==> config.mk <==
export PLATFORM = sky130hd
export DESIGN_NAME = soc_ctrl_top
export DESIGN_NICKNAME = d
export VERILOG_FILES = /design/src/logic/soc_ctrl_pkg.sv /design/src/logic/reset_sequencer.sv /design/src/logic/wb_csr_bridge.sv /design/src/logic/sys_timer.sv /design/src/logic/csr_sysctl.sv /design/src/logic/soc_ctrl_top.sv
export VERILOG_INCLUDE_DIRS = /design/src /design/src/logic
export SDC_FILE = /design/constraint.sdc
export NUM_CORES = 1
export LEC_CHECK = 0
export BUFFER_PORTS_ARGS = -buffer_cell sky130_fd_sc_hd__clkbuf_2
export CAP_MARGIN = 20
export CORE_UTILIZATION = 55
export CTS_CLUSTER_SIZE = 12
export DETAILED_ROUTE_END_ITERATION = 6
export PLACE_DENSITY = 0.76
export SLEW_MARGIN = 40
export SYNTH_ARGS = -nofsm -noshare
export SYNTH_HDL_FRONTEND = slang
export SYNTH_SLANG_ARGS = --single-unit
==> constraint.sdc <==
create_clock -name sys_clk -period 3.3 [get_ports sys_clk]
set_input_delay 0.99 -clock sys_clk [delete_from_list [all_inputs] [get_ports sys_clk]]
set_output_delay 0.99 -clock sys_clk [all_outputs]
set_load 0.01 [all_outputs]
==> src/logic/soc_ctrl_defines.svh <==
`ifndef SOC_CTRL_DEFINES_SVH
`define SOC_CTRL_DEFINES_SVH

// ----------------------------------------
// Bus widths
// ----------------------------------------
`define CSR_ADDR_W 14
`define CSR_DATA_W 32
`define WB_ADR_W 32

// ----------------------------------------
// Address decode fields
// ----------------------------------------
// Bits 30:29 of the byte address, bit 31 is a shadow
`define CSR_WINDOW 2'b11
// Null pointer guard field
`define NULL_GUARD_MSB 30
`define NULL_GUARD_LSB 18
// CSR bank of the system controller
`define SYSCTL_BANK 4'd1

// GPIO counts
`define GPIO_IN_W 7
`define GPIO_OUT_W 2

// Reset timing in sys_clk cycles
`define FLASH_RST_CYCLES 16
`define SYS_RST_CYCLES 64

`define SYSTEM_ID 32'h11004D31

`endif

==> src/logic/soc_ctrl_pkg.sv <==
`default_nettype none
`include "soc_ctrl_defines.svh"

package soc_ctrl_pkg;

	typedef logic [`CSR_ADDR_W-1:0] csr_addr_t;
	typedef logic [`CSR_DATA_W-1:0] csr_data_t;

	// Wishbone to CSR bridge sequence
	typedef enum logic [1:0] {
		BRG_IDLE    = 2'd0,
		BRG_ACCESS  = 2'd1,
		BRG_CAPTURE = 2'd2,
		BRG_ACK     = 2'd3
	} bridge_state_e;

	// Register index in csr_a[3:0]
	typedef enum logic [3:0] {
		REG_GPIO_IN       = 4'd0,
		REG_GPIO_OUT      = 4'd1,
		REG_GPIO_IRQ_EN   = 4'd2,
		REG_TIMER_CTRL    = 4'd3,
		REG_TIMER_COMPARE = 4'd4,
		REG_TIMER_COUNTER = 4'd5,
		REG_HARD_RESET    = 4'd6,
		REG_SYSTEM_ID     = 4'd7
	} sysctl_reg_e;

endpackage

`default_nettype wire

==> src/logic/reset_sequencer.sv <==
`timescale 1ns/1ps
`default_nettype none
`include "soc_ctrl_defines.svh"

module reset_sequencer (
	input  wire       sys_clk,
	input  wire       trigger_reset,
	input  wire       hard_reset_i,
	input  wire [2:0] btn_i,
	output logic      sys_rst_o,
	output logic      flash_rst_n_o,
	output logic      periph_rst_n_o
);

	localparam int FLASH_CNT_W = $clog2(`FLASH_RST_CYCLES + 1);
	localparam int SYS_CNT_W   = $clog2(`SYS_RST_CYCLES + 1);

	logic                   trigger_q;
	logic [FLASH_CNT_W-1:0] flash_cnt;
	logic [SYS_CNT_W-1:0]   sys_cnt;

	// External reset, three-button chord or software reset
	always_ff @(posedge sys_clk) begin
		trigger_q <= trigger_reset | hard_reset_i | (&btn_i);
	end

	// Both counters reload while the trigger is held
	always_ff @(posedge sys_clk) begin
		if (trigger_q) begin
			flash_cnt <= FLASH_CNT_W'(`FLASH_RST_CYCLES);
			sys_cnt   <= SYS_CNT_W'(`SYS_RST_CYCLES);
		end else begin
			if (flash_cnt != '0)
				flash_cnt <= flash_cnt - 1'b1;
			if (sys_cnt != '0)
				sys_cnt <= sys_cnt - 1'b1;
		end
	end

	// Flash leaves reset first, so it is ready before the bus
	always_ff @(posedge sys_clk) begin
		flash_rst_n_o  <= ~trigger_q & (flash_cnt == '0);
		sys_rst_o      <= trigger_q | (sys_cnt != '0);
		// Peripherals follow one cycle behind the system reset
		periph_rst_n_o <= ~sys_rst_o;
	end

endmodule

`default_nettype wire

==> src/logic/wb_csr_bridge.sv <==
`timescale 1ns/1ps
`default_nettype none
`include "soc_ctrl_defines.svh"

module wb_csr_bridge import soc_ctrl_pkg::*; (
	input  wire                  sys_clk,
	input  wire                  sys_rst_i,
	input  wire                  wb_cyc_i,
	input  wire                  wb_stb_i,
	input  wire                  wb_we_i,
	input  wire [`WB_ADR_W-1:0]  wb_adr_i,
	input  wire csr_data_t       wb_dat_i,
	output csr_data_t            wb_dat_o,
	output logic                 wb_ack_o,
	output logic                 wb_err_o,
	output csr_addr_t            csr_a_o,
	output logic                 csr_we_o,
	output csr_data_t            csr_dw_o,
	input  wire csr_data_t       csr_dr_i
);

	bridge_state_e state;
	logic          accept;
	logic          req_win;
	logic          req_null;
	logic          win_q;
	logic          null_q;

	// New request only taken in idle
	assign accept   = (state == BRG_IDLE) & wb_cyc_i & wb_stb_i;
	// Bit 31 ignored, 0xE000_0000 aliases the window
	assign req_win  = wb_adr_i[30:29] == `CSR_WINDOW;
	assign req_null = wb_adr_i[`NULL_GUARD_MSB:`NULL_GUARD_LSB] == '0;

	// ----------------------------------------
	// Control FSM
	// ----------------------------------------
	always_ff @(posedge sys_clk) begin
		if (sys_rst_i) begin
			state    <= BRG_IDLE;
			win_q    <= 1'b0;
			null_q   <= 1'b0;
			csr_we_o <= 1'b0;
			wb_ack_o <= 1'b0;
			wb_err_o <= 1'b0;
		end else begin
			// Write strobe lasts one cycle
			csr_we_o <= 1'b0;
			case (state)
				BRG_IDLE: begin
					if (accept) begin
						// Decode checked once, at acceptance
						win_q    <= req_win & ~req_null;
						null_q   <= req_null;
						csr_we_o <= wb_we_i & req_win & ~req_null;
						state    <= BRG_ACCESS;
					end
				end
				// Slave registers its read data here
				BRG_ACCESS: state <= BRG_CAPTURE;
				BRG_CAPTURE: begin
					wb_ack_o <= 1'b1;
					wb_err_o <= null_q;
					state    <= BRG_ACK;
				end
				BRG_ACK: begin
					wb_ack_o <= 1'b0;
					wb_err_o <= 1'b0;
					state    <= BRG_IDLE;
				end
				default: state <= BRG_IDLE;
			endcase
		end
	end

	// ----------------------------------------
	// Address and data path
	// ----------------------------------------
	always_ff @(posedge sys_clk) begin
		if (accept) begin
			// Word address into the CSR space
			csr_a_o  <= wb_adr_i[`CSR_ADDR_W+1:2];
			csr_dw_o <= wb_dat_i;
		end
		// Outside the window reads as zero
		if (state == BRG_CAPTURE)
			wb_dat_o <= win_q ? csr_dr_i : '0;
	end

endmodule

`default_nettype wire

==> src/logic/sys_timer.sv <==
`timescale 1ns/1ps
`default_nettype none

module sys_timer import soc_ctrl_pkg::*; (
	input  wire            sys_clk,
	input  wire            sys_rst_i,
	input  wire            ctrl_we_i,
	input  wire            compare_we_i,
	input  wire            counter_we_i,
	input  wire csr_data_t wdata_i,
	output logic           enable_o,
	output logic           autorestart_o,
	output csr_data_t      compare_o,
	output csr_data_t      counter_o,
	output logic           irq_o
);

	always_ff @(posedge sys_clk) begin
		if (sys_rst_i) begin
			enable_o      <= 1'b0;
			autorestart_o <= 1'b0;
			compare_o     <= '0;
			counter_o     <= '0;
			irq_o         <= 1'b0;
		end else begin
			irq_o <= 1'b0;
			if (counter_we_i) begin
				counter_o <= wdata_i;
			end else if (enable_o) begin
				if (counter_o == compare_o) begin
					// Match, pulse and wrap
					irq_o     <= 1'b1;
					counter_o <= '0;
					// One-shot mode stops here
					if (!autorestart_o)
						enable_o <= 1'b0;
				end else begin
					counter_o <= counter_o + 1'b1;
				end
			end
			if (compare_we_i)
				compare_o <= wdata_i;
			// Software write wins over the one-shot clear
			if (ctrl_we_i) begin
				enable_o      <= wdata_i[0];
				autorestart_o <= wdata_i[1];
			end
		end
	end

endmodule

`default_nettype wire

==> src/logic/csr_sysctl.sv <==
`timescale 1ns/1ps
`default_nettype none
`include "soc_ctrl_defines.svh"

module csr_sysctl import soc_ctrl_pkg::*; (
	input  wire                   sys_clk,
	input  wire                   sys_rst_i,
	input  wire csr_addr_t        csr_a_i,
	input  wire                   csr_we_i,
	input  wire csr_data_t        csr_dw_i,
	output csr_data_t             csr_dr_o,
	input  wire [`GPIO_IN_W-1:0]  gpio_in_i,
	output logic [`GPIO_OUT_W-1:0] gpio_out_o,
	output logic                  gpio_irq_o,
	output logic                  timer_irq_o,
	output logic                  hard_reset_o
);

	logic                  bank_sel;
	logic                  wr_en;
	sysctl_reg_e           reg_idx;
	logic [`GPIO_IN_W-1:0] gpio_meta;
	logic [`GPIO_IN_W-1:0] gpio_sync;
	logic [`GPIO_IN_W-1:0] gpio_prev;
	logic [`GPIO_IN_W-1:0] irq_en_q;
	logic                  timer_enable;
	logic                  timer_autorestart;
	csr_data_t             timer_compare;
	csr_data_t             timer_counter;
	csr_data_t             rdata;

	// Bank in the top four address bits
	assign bank_sel = csr_a_i[`CSR_ADDR_W-1:`CSR_ADDR_W-4] == `SYSCTL_BANK;
	assign reg_idx  = sysctl_reg_e'(csr_a_i[3:0]);
	assign wr_en    = csr_we_i & bank_sel;

	// ----------------------------------------
	// GPIO
	// ----------------------------------------
	// Two-stage synchronizer, third stage for change detect
	always_ff @(posedge sys_clk) begin
		gpio_meta <= gpio_in_i;
		gpio_sync <= gpio_meta;
		gpio_prev <= gpio_sync;
	end

	always_ff @(posedge sys_clk) begin
		if (sys_rst_i) begin
			gpio_out_o   <= '0;
			irq_en_q     <= '0;
			gpio_irq_o   <= 1'b0;
			hard_reset_o <= 1'b0;
		end else begin
			// Any enabled bit that toggled
			gpio_irq_o   <= |((gpio_sync ^ gpio_prev) & irq_en_q);
			// Data written is ignored, the strobe alone resets
			hard_reset_o <= wr_en & (reg_idx == REG_HARD_RESET);
			if (wr_en && reg_idx == REG_GPIO_OUT)
				gpio_out_o <= csr_dw_i[`GPIO_OUT_W-1:0];
			if (wr_en && reg_idx == REG_GPIO_IRQ_EN)
				irq_en_q <= csr_dw_i[`GPIO_IN_W-1:0];
		end
	end

	// ----------------------------------------
	// Timer
	// ----------------------------------------
	sys_timer u_timer (
		.sys_clk       (sys_clk),
		.sys_rst_i     (sys_rst_i),
		.ctrl_we_i     (wr_en & (reg_idx == REG_TIMER_CTRL)),
		.compare_we_i  (wr_en & (reg_idx == REG_TIMER_COMPARE)),
		.counter_we_i  (wr_en & (reg_idx == REG_TIMER_COUNTER)),
		.wdata_i       (csr_dw_i),
		.enable_o      (timer_enable),
		.autorestart_o (timer_autorestart),
		.compare_o     (timer_compare),
		.counter_o     (timer_counter),
		.irq_o         (timer_irq_o)
	);

	// Read mux, zero for other banks and holes
	always_comb begin
		rdata = '0;
		if (bank_sel) begin
			case (reg_idx)
				REG_GPIO_IN:       rdata[`GPIO_IN_W-1:0] = gpio_sync;
				REG_GPIO_OUT:      rdata[`GPIO_OUT_W-1:0] = gpio_out_o;
				REG_GPIO_IRQ_EN:   rdata[`GPIO_IN_W-1:0] = irq_en_q;
				REG_TIMER_CTRL:    rdata[1:0] = {timer_autorestart, timer_enable};
				REG_TIMER_COMPARE: rdata = timer_compare;
				REG_TIMER_COUNTER: rdata = timer_counter;
				REG_SYSTEM_ID:     rdata = `SYSTEM_ID;
				default:           rdata = '0;
			endcase
		end
	end

	// Registered one cycle after the address
	always_ff @(posedge sys_clk) begin
		csr_dr_o <= rdata;
	end

endmodule

`default_nettype wire

==> src/logic/soc_ctrl_top.sv <==
`timescale 1ns/1ps
`default_nettype none
`include "soc_ctrl_defines.svh"

module soc_ctrl_top import soc_ctrl_pkg::*; (
	input  wire                    sys_clk,
	input  wire                    trigger_reset,
	input  wire [2:0]              btn_i,
	input  wire [3:0]              pcb_rev_i,
	input  wire                    wb_cyc_i,
	input  wire                    wb_stb_i,
	input  wire                    wb_we_i,
	input  wire [`WB_ADR_W-1:0]    wb_adr_i,
	input  wire csr_data_t         wb_dat_i,
	output csr_data_t              wb_dat_o,
	output logic                   wb_ack_o,
	output logic                   wb_err_o,
	output logic [`GPIO_OUT_W-1:0] leds_o,
	output logic                   gpio_irq_o,
	output logic                   timer_irq_o,
	output logic                   flash_rst_n_o,
	output logic                   periph_rst_n_o
);

	logic      sys_rst;
	logic      hard_reset;
	csr_addr_t csr_a;
	logic      csr_we;
	csr_data_t csr_dw;
	csr_data_t csr_dr;

	// ----------------------------------------
	// Reset generation
	// ----------------------------------------
	reset_sequencer u_rst (
		.sys_clk        (sys_clk),
		.trigger_reset  (trigger_reset),
		.hard_reset_i   (hard_reset),
		.btn_i          (btn_i),
		.sys_rst_o      (sys_rst),
		.flash_rst_n_o  (flash_rst_n_o),
		.periph_rst_n_o (periph_rst_n_o)
	);

	// ----------------------------------------
	// Wishbone to CSR
	// ----------------------------------------
	wb_csr_bridge u_brg (
		.sys_clk   (sys_clk),
		.sys_rst_i (sys_rst),
		.wb_cyc_i  (wb_cyc_i),
		.wb_stb_i  (wb_stb_i),
		.wb_we_i   (wb_we_i),
		.wb_adr_i  (wb_adr_i),
		.wb_dat_i  (wb_dat_i),
		.wb_dat_o  (wb_dat_o),
		.wb_ack_o  (wb_ack_o),
		.wb_err_o  (wb_err_o),
		.csr_a_o   (csr_a),
		.csr_we_o  (csr_we),
		.csr_dw_o  (csr_dw),
		.csr_dr_i  (csr_dr)
	);

	// Single CSR slave, no read-data OR needed
	csr_sysctl u_sysctl (
		.sys_clk      (sys_clk),
		.sys_rst_i    (sys_rst),
		.csr_a_i      (csr_a),
		.csr_we_i     (csr_we),
		.csr_dw_i     (csr_dw),
		.csr_dr_o     (csr_dr),
		// Revision bits above the buttons
		.gpio_in_i    ({pcb_rev_i, btn_i}),
		.gpio_out_o   (leds_o),
		.gpio_irq_o   (gpio_irq_o),
		.timer_irq_o  (timer_irq_o),
		.hard_reset_o (hard_reset)
	);

endmodule

`default_nettype wire

# ---- Yosys cells after proc, flatten, opt, wreduce, memory -nomap -nowiden
# Index checks and enable logic that the tools add are counted.
dict set report totals {
  ff_bits 232
  out_inout_bits 40
  wordCells 99
  inputBits 76
}
dict set report op_classes {
  n_mux 16
  addsub 3
  n_eq_ne 15
  reduce_logical 15
  bitwise 22
}
# op count
set ops {}
lappend ops {{32-bit 2-to-1 mux} 3}
lappend ops {{25-bit case mux with 3 select lines} 1}
lappend ops {{32-bit by 1-bit adder with 32-bit output (second input constant)} 1}
lappend ops {{32-bit == test} 1}
lappend ops {{5-bit case mux with 5 select lines} 1}
lappend ops {{4-bit by 3-bit == test with 1-bit output (second input constant)} 4}
lappend ops {{2-bit case mux with 7 select lines} 1}
lappend ops {{13-bit logical NOT} 1}
lappend ops {{1-bit AND} 11}
lappend ops {{4-bit by 1-bit == test with 1-bit output (second input constant)} 2}
lappend ops {{4-bit by 2-bit == test with 1-bit output (second input constant)} 2}
lappend ops {{2-bit case mux with 4 select lines} 1}
lappend ops {{7-bit AND} 1}
lappend ops {{7-bit nonzero test} 1}
lappend ops {{7-bit OR reduction} 1}
lappend ops {{7-bit by 1-bit subtractor with 7-bit output (second input constant)} 1}
lappend ops {{7-bit XOR} 1}
lappend ops {{2-bit == test (second input constant)} 3}
lappend ops {{1-bit 2-to-1 mux} 6}
lappend ops {{1-bit NOT} 6}
lappend ops {{3-bit OR reduction} 2}
lappend ops {{5-bit logical NOT} 1}
lappend ops {{5-bit nonzero test} 1}
lappend ops {{5-bit by 1-bit subtractor with 5-bit output (second input constant)} 1}
lappend ops {{other kinds (12)} 17}

# ---- Logic depth before layout (Yosys ltp)
# Gate-level depths: netlist of run 1.
dict set report depth {
  word_depth 5
  ltp_mapped 8
  depth_no_buf 6
}

# ---- Cells and area by module
# From an unflattened synthesis of run 1, not the netlist that was laid out.
dict set report hier_totals {
  hier_cells 853
  hier_area_um2 9465.3
}
# module n_inst area_each_um2 cells_each seq_area_each_um2
set modules_own_cells {}
lappend modules_own_cells {sys_timer 1 3494.6 406 1341.3}
lappend modules_own_cells {wb_csr_bridge 1 2897.8 150 2482.4}
lappend modules_own_cells {csr_sysctl 1 2366.0 226 1281.2}
lappend modules_own_cells {reset_sequencer 1 706.9 71 320.3}

# ---- Worst setup path before layout of run 1
# Ideal clock, no wire load.
dict set report synth_timing {
  path_type {in2reg}
  start {input wb_stb_i}
  end {register u_brg.csr_a_o[0] (enable)}
  arrival_time_ns 1.989
  setup_slack_ns 0.914
  cell_stages 2
  required_time_ns 2.903
  setup_time_ns 0.397
  n_path_buf 0
  cell_sequence {nand3_1 inv_1}
}
dict set report synth_via {
  elab_chain_len 1
}
# item line
set synth_rtl {}
lappend synth_rtl {{start: declaration} soc_ctrl_top.sv:11} ;# input wire wb_stb_i,
lappend synth_rtl {{1-bit AND} wb_csr_bridge.sv:30} ;# assign accept = (state == BRG_IDLE) & wb_cyc_i & wb_stb_i;
lappend synth_rtl {{end signal: assignment} wb_csr_bridge.sv:82} ;# csr_a_o <= wb_adr_i[`CSR_ADDR_W+1:2];
lappend synth_rtl {{end: declaration} wb_csr_bridge.sv:16} ;# output csr_addr_t csr_a_o,
# No other way between the ends.
# A chain may end at the register's enable or synchronous reset.

# ---- Worst setup path in the final report of run 1
dict set report layout_timing {
  start {register u_brg.csr_a_o[3]}
  end {register u_sysctl.u_timer.counter_o[25]}
}
dict set report layout_via {
  elab_chain_len 3
  word_cells_on_any_way 4
  cone_classes {eq/ne (1); mux (1); bitwise (1); reduce/logical (1)}
}
# item line
set layout_rtl {}
lappend layout_rtl {{4-bit by 3-bit == test with 1-bit output (*)} csr_sysctl.sv:73} ;# .counter_we_i (wr_en & (reg_idx == REG_TIMER_COUNTER)),
lappend layout_rtl {{1-bit AND (*)} csr_sysctl.sv:73}
lappend layout_rtl {{32-bit 2-to-1 mux / 2-bit nonzero test (equally long branches)} --}
lappend layout_rtl {{end signal: assignment} sys_timer.sv:28} ;# counter_o <= wdata_i;
lappend layout_rtl {{end signal: assignment} sys_timer.sv:38} ;# counter_o <= counter_o + 1'b1;
lappend layout_rtl {{end: declaration} sys_timer.sv:14} ;# output csr_data_t counter_o,
# Every way passes the cells marked *; elsewhere a longest branch is shown, timed or not.

==> results.cfg, run 1 <==
[global_route]
antenna_found_initial = 0
grt_start_max_net_pins = 52
grt_pass1_vias = 6324
grt_util_all_layers_pct = 23.0
grt_pass1_wl_um = 32200
overflow = 0

[worst_setup_path]
arrival_ps = 2750
cp-end-kind = register
slowest_stage = and4bb_4
cp-start-kind = register
slowest_delay_ps = 630
cpLargestDelayFamily = simple AND/OR/NAND/NOR gates
reg2reg_from = u_brg.csr_a_o[3]
ff2ff_setup_slack_ps = 910
crit_cells = 6
worstSetupStartpoint = u_brg.csr_a_o[3]
cp.buffers_inverters = 1
worstRegToRegCells = 6
cp_max_fo = 30
crit_chain = and4bb_4, nand3_1, and3_1, o21ai_2, buf_4, o22ai_1
path_class = register to register
critPathRequiredTime_ps = 3650

[sta]
hold_viol = 0
worst_pin_slew_ps = 756
drv_slew = 0
setup_viol = 0
rsz0062_at_grt = no
skew_ps = 10.7
period_share_pct = 72.5
timing.slew.headroom_pct = 49.2
setup_tns_ps = 0
holdWs_ps = 326
period_minus_slack_ps = 2390
max_freq_mhz = 418

[route]
firstDrtPassIters = 5
detail-route-antenna-nets = 0
drt-vias-per-instance = 5.59
drt_iter0_drc = 609
routed.top_layer = met4
wl_per_cell_um = 16.3
drt-met1-wl_um = 9240
met3_length_um = 1430
drc = 0
totalWireLength_um = 19700
wl_met2_um = 8570
vias = 6733

[floorplan]
pin_count = 116
core_area_um2 = 16100
die-area_um2 = 17200
die_h_um = 131
initial_core_util_pct = 57.0
die_w_um = 131
rows = 46

[synth]
ys_top_cells_by_count = dfxtp_1, nand2_1, a21oi_1
synth_top_area_share_pct = 33.5
synthArstFlopShare_pct = 0
ys_seq_elements = 226
synth-edff-count = 72
yosysMostFrequentCell = dfxtp_1
yosysWarnings = 0
synth.avg_cell_area_um2 = 10.3
seq_area_frac_synth_pct = 57.1
synth_cell_types = 51
synthCells = 889
yosysTopAreaCell = dfxtp_1
synth_area_um2 = 9190
ys.flop_type = dfxtp_1
synth_area_leaders = dfxtp_1, edfxtp_1, xor2_1
syn-num-nets = 973

[finish]
diodes = 0
post-route-util_pct = 65.7
num-nets-final = 1056
drive_gt1_share_pct = 17.2
syn2layout_area_growth_pct = 15.3

[power]
p_per_area_nw_per_um2 = 558
p_sw_uw = 1300
p_sw_share_pct = 22.0
pwr-share-clk_pct = 42.6
p_leak_uw = 0.00409
seq_power_share_pct = 51.7
combPwrFrac_pct = 5.7
ir_drop_uv = 445
intPower_uw = 4610

[clock_tree]
cts_inserted_buffers = 24
cts_resized = 0
path_clk_slew_ps = 60
cts.path.max_buffers = 3
post_cts_buffers = 0
cts_num_sinks = 226
worstSkewPairLatency_ps = 520
cts_root_buf = clkbuf_16
htreeDepth = 1
ctsHoldBuffers = 0
cts_tree = built

[place]
port_buffers = 104
place_hpwl_um = 13500
place.gp.congestion = 0.888

[status]
outcome = completed

[hold_path]
hp-class = register to register
whs_path_depth = 0
worstHoldStart = u_sysctl.gpio_meta[4]

[run]
maxCapViolCount = 0
## layout by cell type, fill, tap and decap left out, drive strengths merged, types with 19 or more instances in the layout
| cell | n |
|---|---|
| dfxtp | 154 |
| clkbuf | 143 |
| nand2 | 95 |
| a21oi | 81 |
| edfxtp | 72 |
| xor2 | 60 |
| nor2 | 49 |
| and2 | 38 |
| nand3 | 30 |
| o22ai | 30 |
| nor3b | 29 |
| a22oi | 28 |
| o21ai | 19 |
## metal layers
metal  vias up  GRT usage (%)
met3        40           3.16
met1      3088           33.5
li1       3305              -
met5         -              0
met2       300           35.4
met4         0           7.04
## logic make-up after synthesis
group / Yosys count / synth area share (%)
and+or+nand+nor: 319 / 18.8
DFF: 226 / 57.1
AOI/OAI and AO/OA: 177 / 11.5
xor gates and xnor gates: 77 / 7.34
buffers and inverters: 76 / 3.51
adders and majority gates: 8 / 1.09
muxes: 6 / 0.667
## sequential cells by signal, summed over array words and instances (netlist names), 5 cells and up
| name | flops |
|---|---|
| u_brg.csr_dw_o | 32 |
| u_brg.wb_dat_o | 32 |
| u_sysctl.csr_dr_o | 32 |
| u_sysctl.u_timer.compare_o | 32 |
| u_sysctl.u_timer.counter_o | 32 |
| u_brg.csr_a_o | 8 |
| u_rst.sys_cnt | 7 |
| u_sysctl.gpio_meta | 7 |
| u_sysctl.gpio_prev | 7 |
| u_sysctl.gpio_sync | 7 |
| u_sysctl.irq_en_q | 7 |
| u_rst.flash_cnt | 5 |
## worst reg2reg max path, delay by kind of cell (launching register included)
family | cells | cell delay, ps
buf+inv | 1 | 360
flops | 1 | 570
simple gates | 3 | 1110
compound gates | 2 | 210
## stage by stage
step	total power (µW)	instance area (µm²)	setup WS, ps	instances
6_report	5920	10600	907	1205
4_1_cts	5950	10600	953	1205
3_3_place_gp	3440	9840	994	1162
2_1_floorplan	3330	9190	914	889
5_1_grt	6130	10600	791	1205
3_5_place_dp	3450	9840	960	1162
## layout make-up
type                    instances  area, µm²
fillers                      1289       5520
flip-flops and latches        226       5250
multi-input cells             587       3630
clock buffers                  39        718
repair buffers                119        646
well taps                     216        270
inverters                      14       52.6
clock inverters                 4       31.3
## worst paths after layout
check,to
worst min register to register,u_sysctl.gpio_sync[4]
worst min-delay path,u_sysctl.gpio_sync[4]
worst max-delay path,u_sysctl.u_timer.counter_o[25]
worst max register to register,u_sysctl.u_timer.counter_o[25]
## power groups by stage
stage,Sequential [µW],Clock (µW),Combinational [µW]
floorplan,3070,0,260
global placement,3110,0,328
detailed placement,3110,0,340
CTS,3060,2550,343
global route,3070,2680,381
finish,3060,2520,340
No activity file was read; power rests on OpenSTA's default activity.
==> run 2, diff against run 1 <==
- CORE_UTILIZATION: 55 -> 52
- clock period: 3.3 -> 1.9 ns (I/O delays scaled with it)
==> results.cfg, run 2 (synthesis gave the netlist of run 1 again) <==
[status]
outcome = finished with violations
violations = design-rule violations, negative setup slack

[worst_setup_path]
critPathRequiredTime_ps = 2260
reg2reg_from = u_sysctl.u_timer.counter_o[8]
ff2ff_setup_slack_ps = -70
crit_chain = xor2_1, nor4_2, nand4_1, buf_4, o21ai_4, buf_12, buf_8, o22ai_1
cp.buffers_inverters = 3
slowest_stage = dfxtp_1
arrival_ps = 2330
timing.rr.end = u_sysctl.u_timer.counter_o[25]
slowest_delay_ps = 370
cp_max_fo = 6
cpLargestDelayFamily = simple AND/OR/NAND/NOR gates
path_class = register to register
cp-end-kind = register
worstRegToRegCells = 8
cp-start-kind = register

[sta]
max_freq_mhz = 508
period_minus_slack_ps = 1970
setup_slack_ps = -67.8
timing.slew.headroom_pct = 68.8
skew_ps = 8.19
period_share_pct = 104
drv_slew = 0
holdWs_ps = 161
hold_viol = 0
worst_pin_slew_ps = 469
rsz0062_at_grt = yes
setup_viol = 27

[floorplan]
pin_count = 116
die_h_um = 135
die-area_um2 = 18200
rows = 48
core_area_um2 = 17300
initial_core_util_pct = 53.1
die_w_um = 135

[global_route]
grt_util_all_layers_pct = 24.2
overflow = 0
grt_start_max_net_pins = 85
grt_pass1_vias = 6747
grt_pass1_wl_um = 34700
antenna_found_initial = 1

[power]
p_sw_share_pct = 22.1
p_leak_uw = 0.00465
combPwrFrac_pct = 6.3
ir_drop_uv = 623
p_sw_uw = 2270
intPower_uw = 8010
pwr-share-clk_pct = 42.4
seq_power_share_pct = 51.3
p_per_area_nw_per_um2 = 889

[route]
vias = 7362
drt-vias-per-instance = 5.64
firstDrtPassIters = 7
totalWireLength_um = 22800
wl_per_cell_um = 17.5
drt_iter0_drc = 712
drc = 1
detail-route-antenna-nets = 0

[clock_tree]
cts_tree = built
cts_inserted_buffers = 24
cts_root_buf = clkbuf_16
path_clk_slew_ps = 60
cts_num_sinks = 226
htreeDepth = 1
cts.path.max_buffers = 3
worstSkewPairLatency_ps = 510

[finish]
final_common_cell = dfxtp_1
syn2layout_area_growth_pct = 26.0
drive_gt1_share_pct = 25.9
num-nets-final = 1147
seqCellArea_um2 = 5260
layout_common_cells = dfxtp_1, clkbuf_2, nand2_1
fillCellCount = 1296
design_area_um2 = 11600
diodes = 0
multiInputGateArea_um2 = 3740

[hold_path]
whs_path_depth = 1
hp-class = input pin to register
worstHoldStart = pcb_rev_i[0]
whs_endpoint = u_sysctl.gpio_meta[3]

[run]
maxCapViolCount = 0

[place]
place.gp.congestion = 0.884
port_buffers = 104
place_hpwl_um = 14400
placed_area_um2 = 10500
[run 2: cell types whose count changed in the layout (fill, tap and decap cells not counted), moves of 4 or more]
cell       delta
dfxtp_1       -6
nor4_1        -5
nor4_2        +4
clkbuf_16     +4
buf_4        +74
buf_12        +6
buf_6         +5
dfxtp_2       +6
[run 2: how the worst max path moves through the flow]
stage                                              start                             end  depth (start not counted)
final                      u_sysctl.u_timer.counter_o[8]  u_sysctl.u_timer.counter_o[25]                          8
after global routing       u_sysctl.u_timer.counter_o[0]  u_sysctl.u_timer.counter_o[16]                          8
after CTS                  u_sysctl.u_timer.counter_o[6]       u_sysctl.u_timer.enable_o                          5
after detailed placement  u_sysctl.u_timer.counter_o[21]       u_sysctl.u_timer.enable_o                          5
after global placement    u_sysctl.u_timer.counter_o[21]       u_sysctl.u_timer.enable_o                          5
after floorplan                           u_brg.state[0]                    u_brg.null_q                          6
[run 2: stage by stage]
stage	TNS [ps]	total power, µW	worst slack, ps	instances	utilization [%]
6_report	-544	10300	-67.8	1305	66.9
3_5_place_dp	-35.2	6010	-35.2	1247	60.7
5_1_grt	-2470	10600	-106	1305	66.9
3_3_place_gp	-55.7	5980	-55.7	1247	60.7
2_1_floorplan	-25.9	5790	-25.9	889	-
4_1_cts	0	10300	11.5	1290	65.1
[run 2: cell type report]
type | instances | area share, %
clock buffer | 39 | 6.20
tap | 225 | 2.43
timing repair buffer | 210 | 13.0
inverter | 14 | 0.486
sequential | 226 | 45.4
clock inverter | 4 | 0.162
multi-input combinational | 587 | 32.3
[run 2: power by group through the flow]
| stage | logic [µW] | registers, µW | clock network (µW) |
|---|---|---|---|
| after floorplan | 453 | 5340 | 0 |
| after global placement | 609 | 5370 | 0 |
| after detailed placement | 629 | 5380 | 0 |
| after CTS | 643 | 5280 | 4420 |
| after global routing | 721 | 5300 | 4620 |
| final | 648 | 5280 | 4360 |
[run 2: timing repair]
item	CTS	global route
pin swaps	0	11
hold buffers	0	0
buffers inserted	0	11
endpoints found under the setup margin	26	86
gates resized for setup	4	33
cloned	0	4
[run 2: metal layers]
metal / routed length, µm / vias up / GRT usage [%]
li1: - / 3501 / -
met1: 9660 / 3430 / 34.7
met2: 10400 / 364 / 37.3
met3: 2030 / 65 / 4.09
met4: 718 / 2 / 7.49
met5: 9 / - / 0
==> run 3, diff against run 2 <==
- CELL_PAD_IN_SITES_DETAIL_PLACEMENT: unset -> 1
- CELL_PAD_IN_SITES_GLOBAL_PLACEMENT: unset -> 1
- CORE_UTILIZATION: 52 -> 41
- PLACE_DENSITY: 0.76 -> unset
- PLACE_DENSITY_LB_ADDON: unset -> 0.1
- TNS_END_PERCENT: unset -> 20
==> results.cfg, run 3 (synthesis gave the netlist of run 1 again) <==
[route]
totalWireLength_um = 25500
detail-route-antenna-nets = 0
drt_iter0_drc = 407
vias = 7168
wl_per_cell_um = 18.8
drt-vias-per-instance = 5.27
drc = 0
firstDrtPassIters = 4

[floorplan]
die_h_um = 152
die_w_um = 152
initial_core_util_pct = 42.0
pin_count = 116
rows = 54
core_area_um2 = 21900
die-area_um2 = 23000

[clock_tree]
htreeDepth = 1
cts_num_sinks = 226
worstSkewPairLatency_ps = 520
path_clk_slew_ps = 60
cts_root_buf = clkbuf_16
cts.path.max_buffers = 3
cts_inserted_buffers = 25
cts_tree = built
ctsHoldBuffers = 0

[global_route]
busiest_layer = met2
antenna_found_initial = 0
grt_pass1_vias = 7154
grt_util_all_layers_pct = 22.2
grt_start_max_net_pins = 85
grt_use_met3_pct = 3.68
use_met2_pct = 34.7
globalRouteMet1Util_pct = 31.8
overflow = 0
grt_pass1_wl_um = 39100

[run]
maxCapViolCount = 0

[worst_setup_path]
cp-end-kind = register
cpMostUsedCell = buf_4
slowest_delay_ps = 320
critPathRequiredTime_ps = 2270
cp-start-kind = register
arrival_ps = 2330
cp.buffers_inverters = 4
slowest_stage = dfxtp_1
path_class = register to register
crit_chain = xor2_1, nor4_2, buf_4, nand4_1, buf_4, o21ai_4, buf_12, buf_8, o22ai_1
cpLargestDelayFamily = buffers and inverters
cp_max_fo = 7

[finish]
fillCellCount = 2469
diodes = 0
syn2layout_area_growth_pct = 27.0
drive_gt1_share_pct = 25.9
seqCellArea_um2 = 5260
multiInputGateArea_um2 = 3760
final_common_cell = dfxtp_1
layout_common_cells = dfxtp_1, clkbuf_2, nand2_1
num-nets-final = 1144

[sta]
hold_viol = 0
setup_slack_ps = -52.8
worst_pin_slew_ps = 564
period_share_pct = 103
rsz0062_at_grt = yes
timing.slew.headroom_pct = 62.4
setup_viol = 28
skew_ps = 12.3
drv_slew = 0
max_freq_mhz = 512
period_minus_slack_ps = 1950

[status]
outcome = finished with violations
violations = negative setup slack

[hold_path]
hp-class = input pin to register

[place]
place.gp.congestion = 0.812
port_buffers = 104
place_hpwl_um = 17500
dp_slack_ps = -98.8

[power]
p_total_uw = 10500
p_per_area_nw_per_um2 = 901
ir_drop_uv = 589
p_leak_uw = 0.00464
run 3: changes by cell type in the layout (fill, tap and decap cells not counted), moves of 2 or more:
cell and change:
a21oi_1 -2, a21oi_2 +2, buf_4 -2, buf_6 -3
clkbuf_8 -3, dfxtp_1 -3, dfxtp_4 +2, o22ai_1 +2
o22ai_2 -3, xor2_1 -2
run 3: area by class of cell:
type,count,share of cell area [%]
clock buffer,38,6.04
inverter,14,0.482
timing repair buffer,206,12.6
tap,280,3.00
multi-input combinational,587,32.2
sequential,226,45.1
clock inverter,8,0.622
run 3: what timing repair did:
item / in CTS / in global routing
endpoints found under the setup margin: 26 / 37
gates resized for setup: 14 / 27
gates cloned: 0 / 3
pin swaps: 7 / 9
hold endpoints to repair: 0 / 0
buffers inserted: 2 / 3
run 3: worst paths after layout:
check	start	cells past startpoint	endpoint	slack, ps
setup / recovery	u_sysctl.u_timer.counter_o[22]	9	u_sysctl.u_timer.counter_o[25]	-50
hold / removal	pcb_rev_i[2]	1	u_sysctl.gpio_meta[5]	150
hold reg to reg	u_sysctl.gpio_meta[3]	0	u_sysctl.gpio_sync[3]	330
setup reg to reg	u_sysctl.u_timer.counter_o[22]	9	u_sysctl.u_timer.counter_o[25]	-50
run 3: worst reg2reg max path: cells and delay by family, from the launching register on:
family          cells  cell delay, ps
buf+inv             4             640
flops               1             320
xor+xnor            1             200
compound gates      2             240
simple gates        2             420
run 3: stage by stage:
step	TNS [ps]	util, %	hold slack [ps]	cell area [µm²]	instances
after floorplan	-59.9	-	310	9190	889
after global placement	-331	48.4	311	10600	1305
after detailed placement	-927	48.4	314	10600	1305
after CTS	-538	52.3	133	11400	1353
after global routing	-3430	53.3	141	11700	1359
final	-547	53.3	154	11700	1359
run 3: per-layer routing:
metal | routed length, µm | up-vias
met5 | 0 | -
met4 | 435 | 0
met2 | 11500 | 168
met3 | 1400 | 32
met1 | 12200 | 3488
li1 | - | 3480
run 3: power by group:
| group | total, µW | switching, µW | leakage [µW] | internal, µW |
|---|---|---|---|---|
| Sequential | 5270 | 122 | 0.00200 | 5150 |
| Combinational | 664 | 365 | 0.00226 | 299 |
| Clock | 4590 | 1890 | 0.000374 | 2700 |
| Total | 10500 | 2380 | 0.00464 | 8140 |
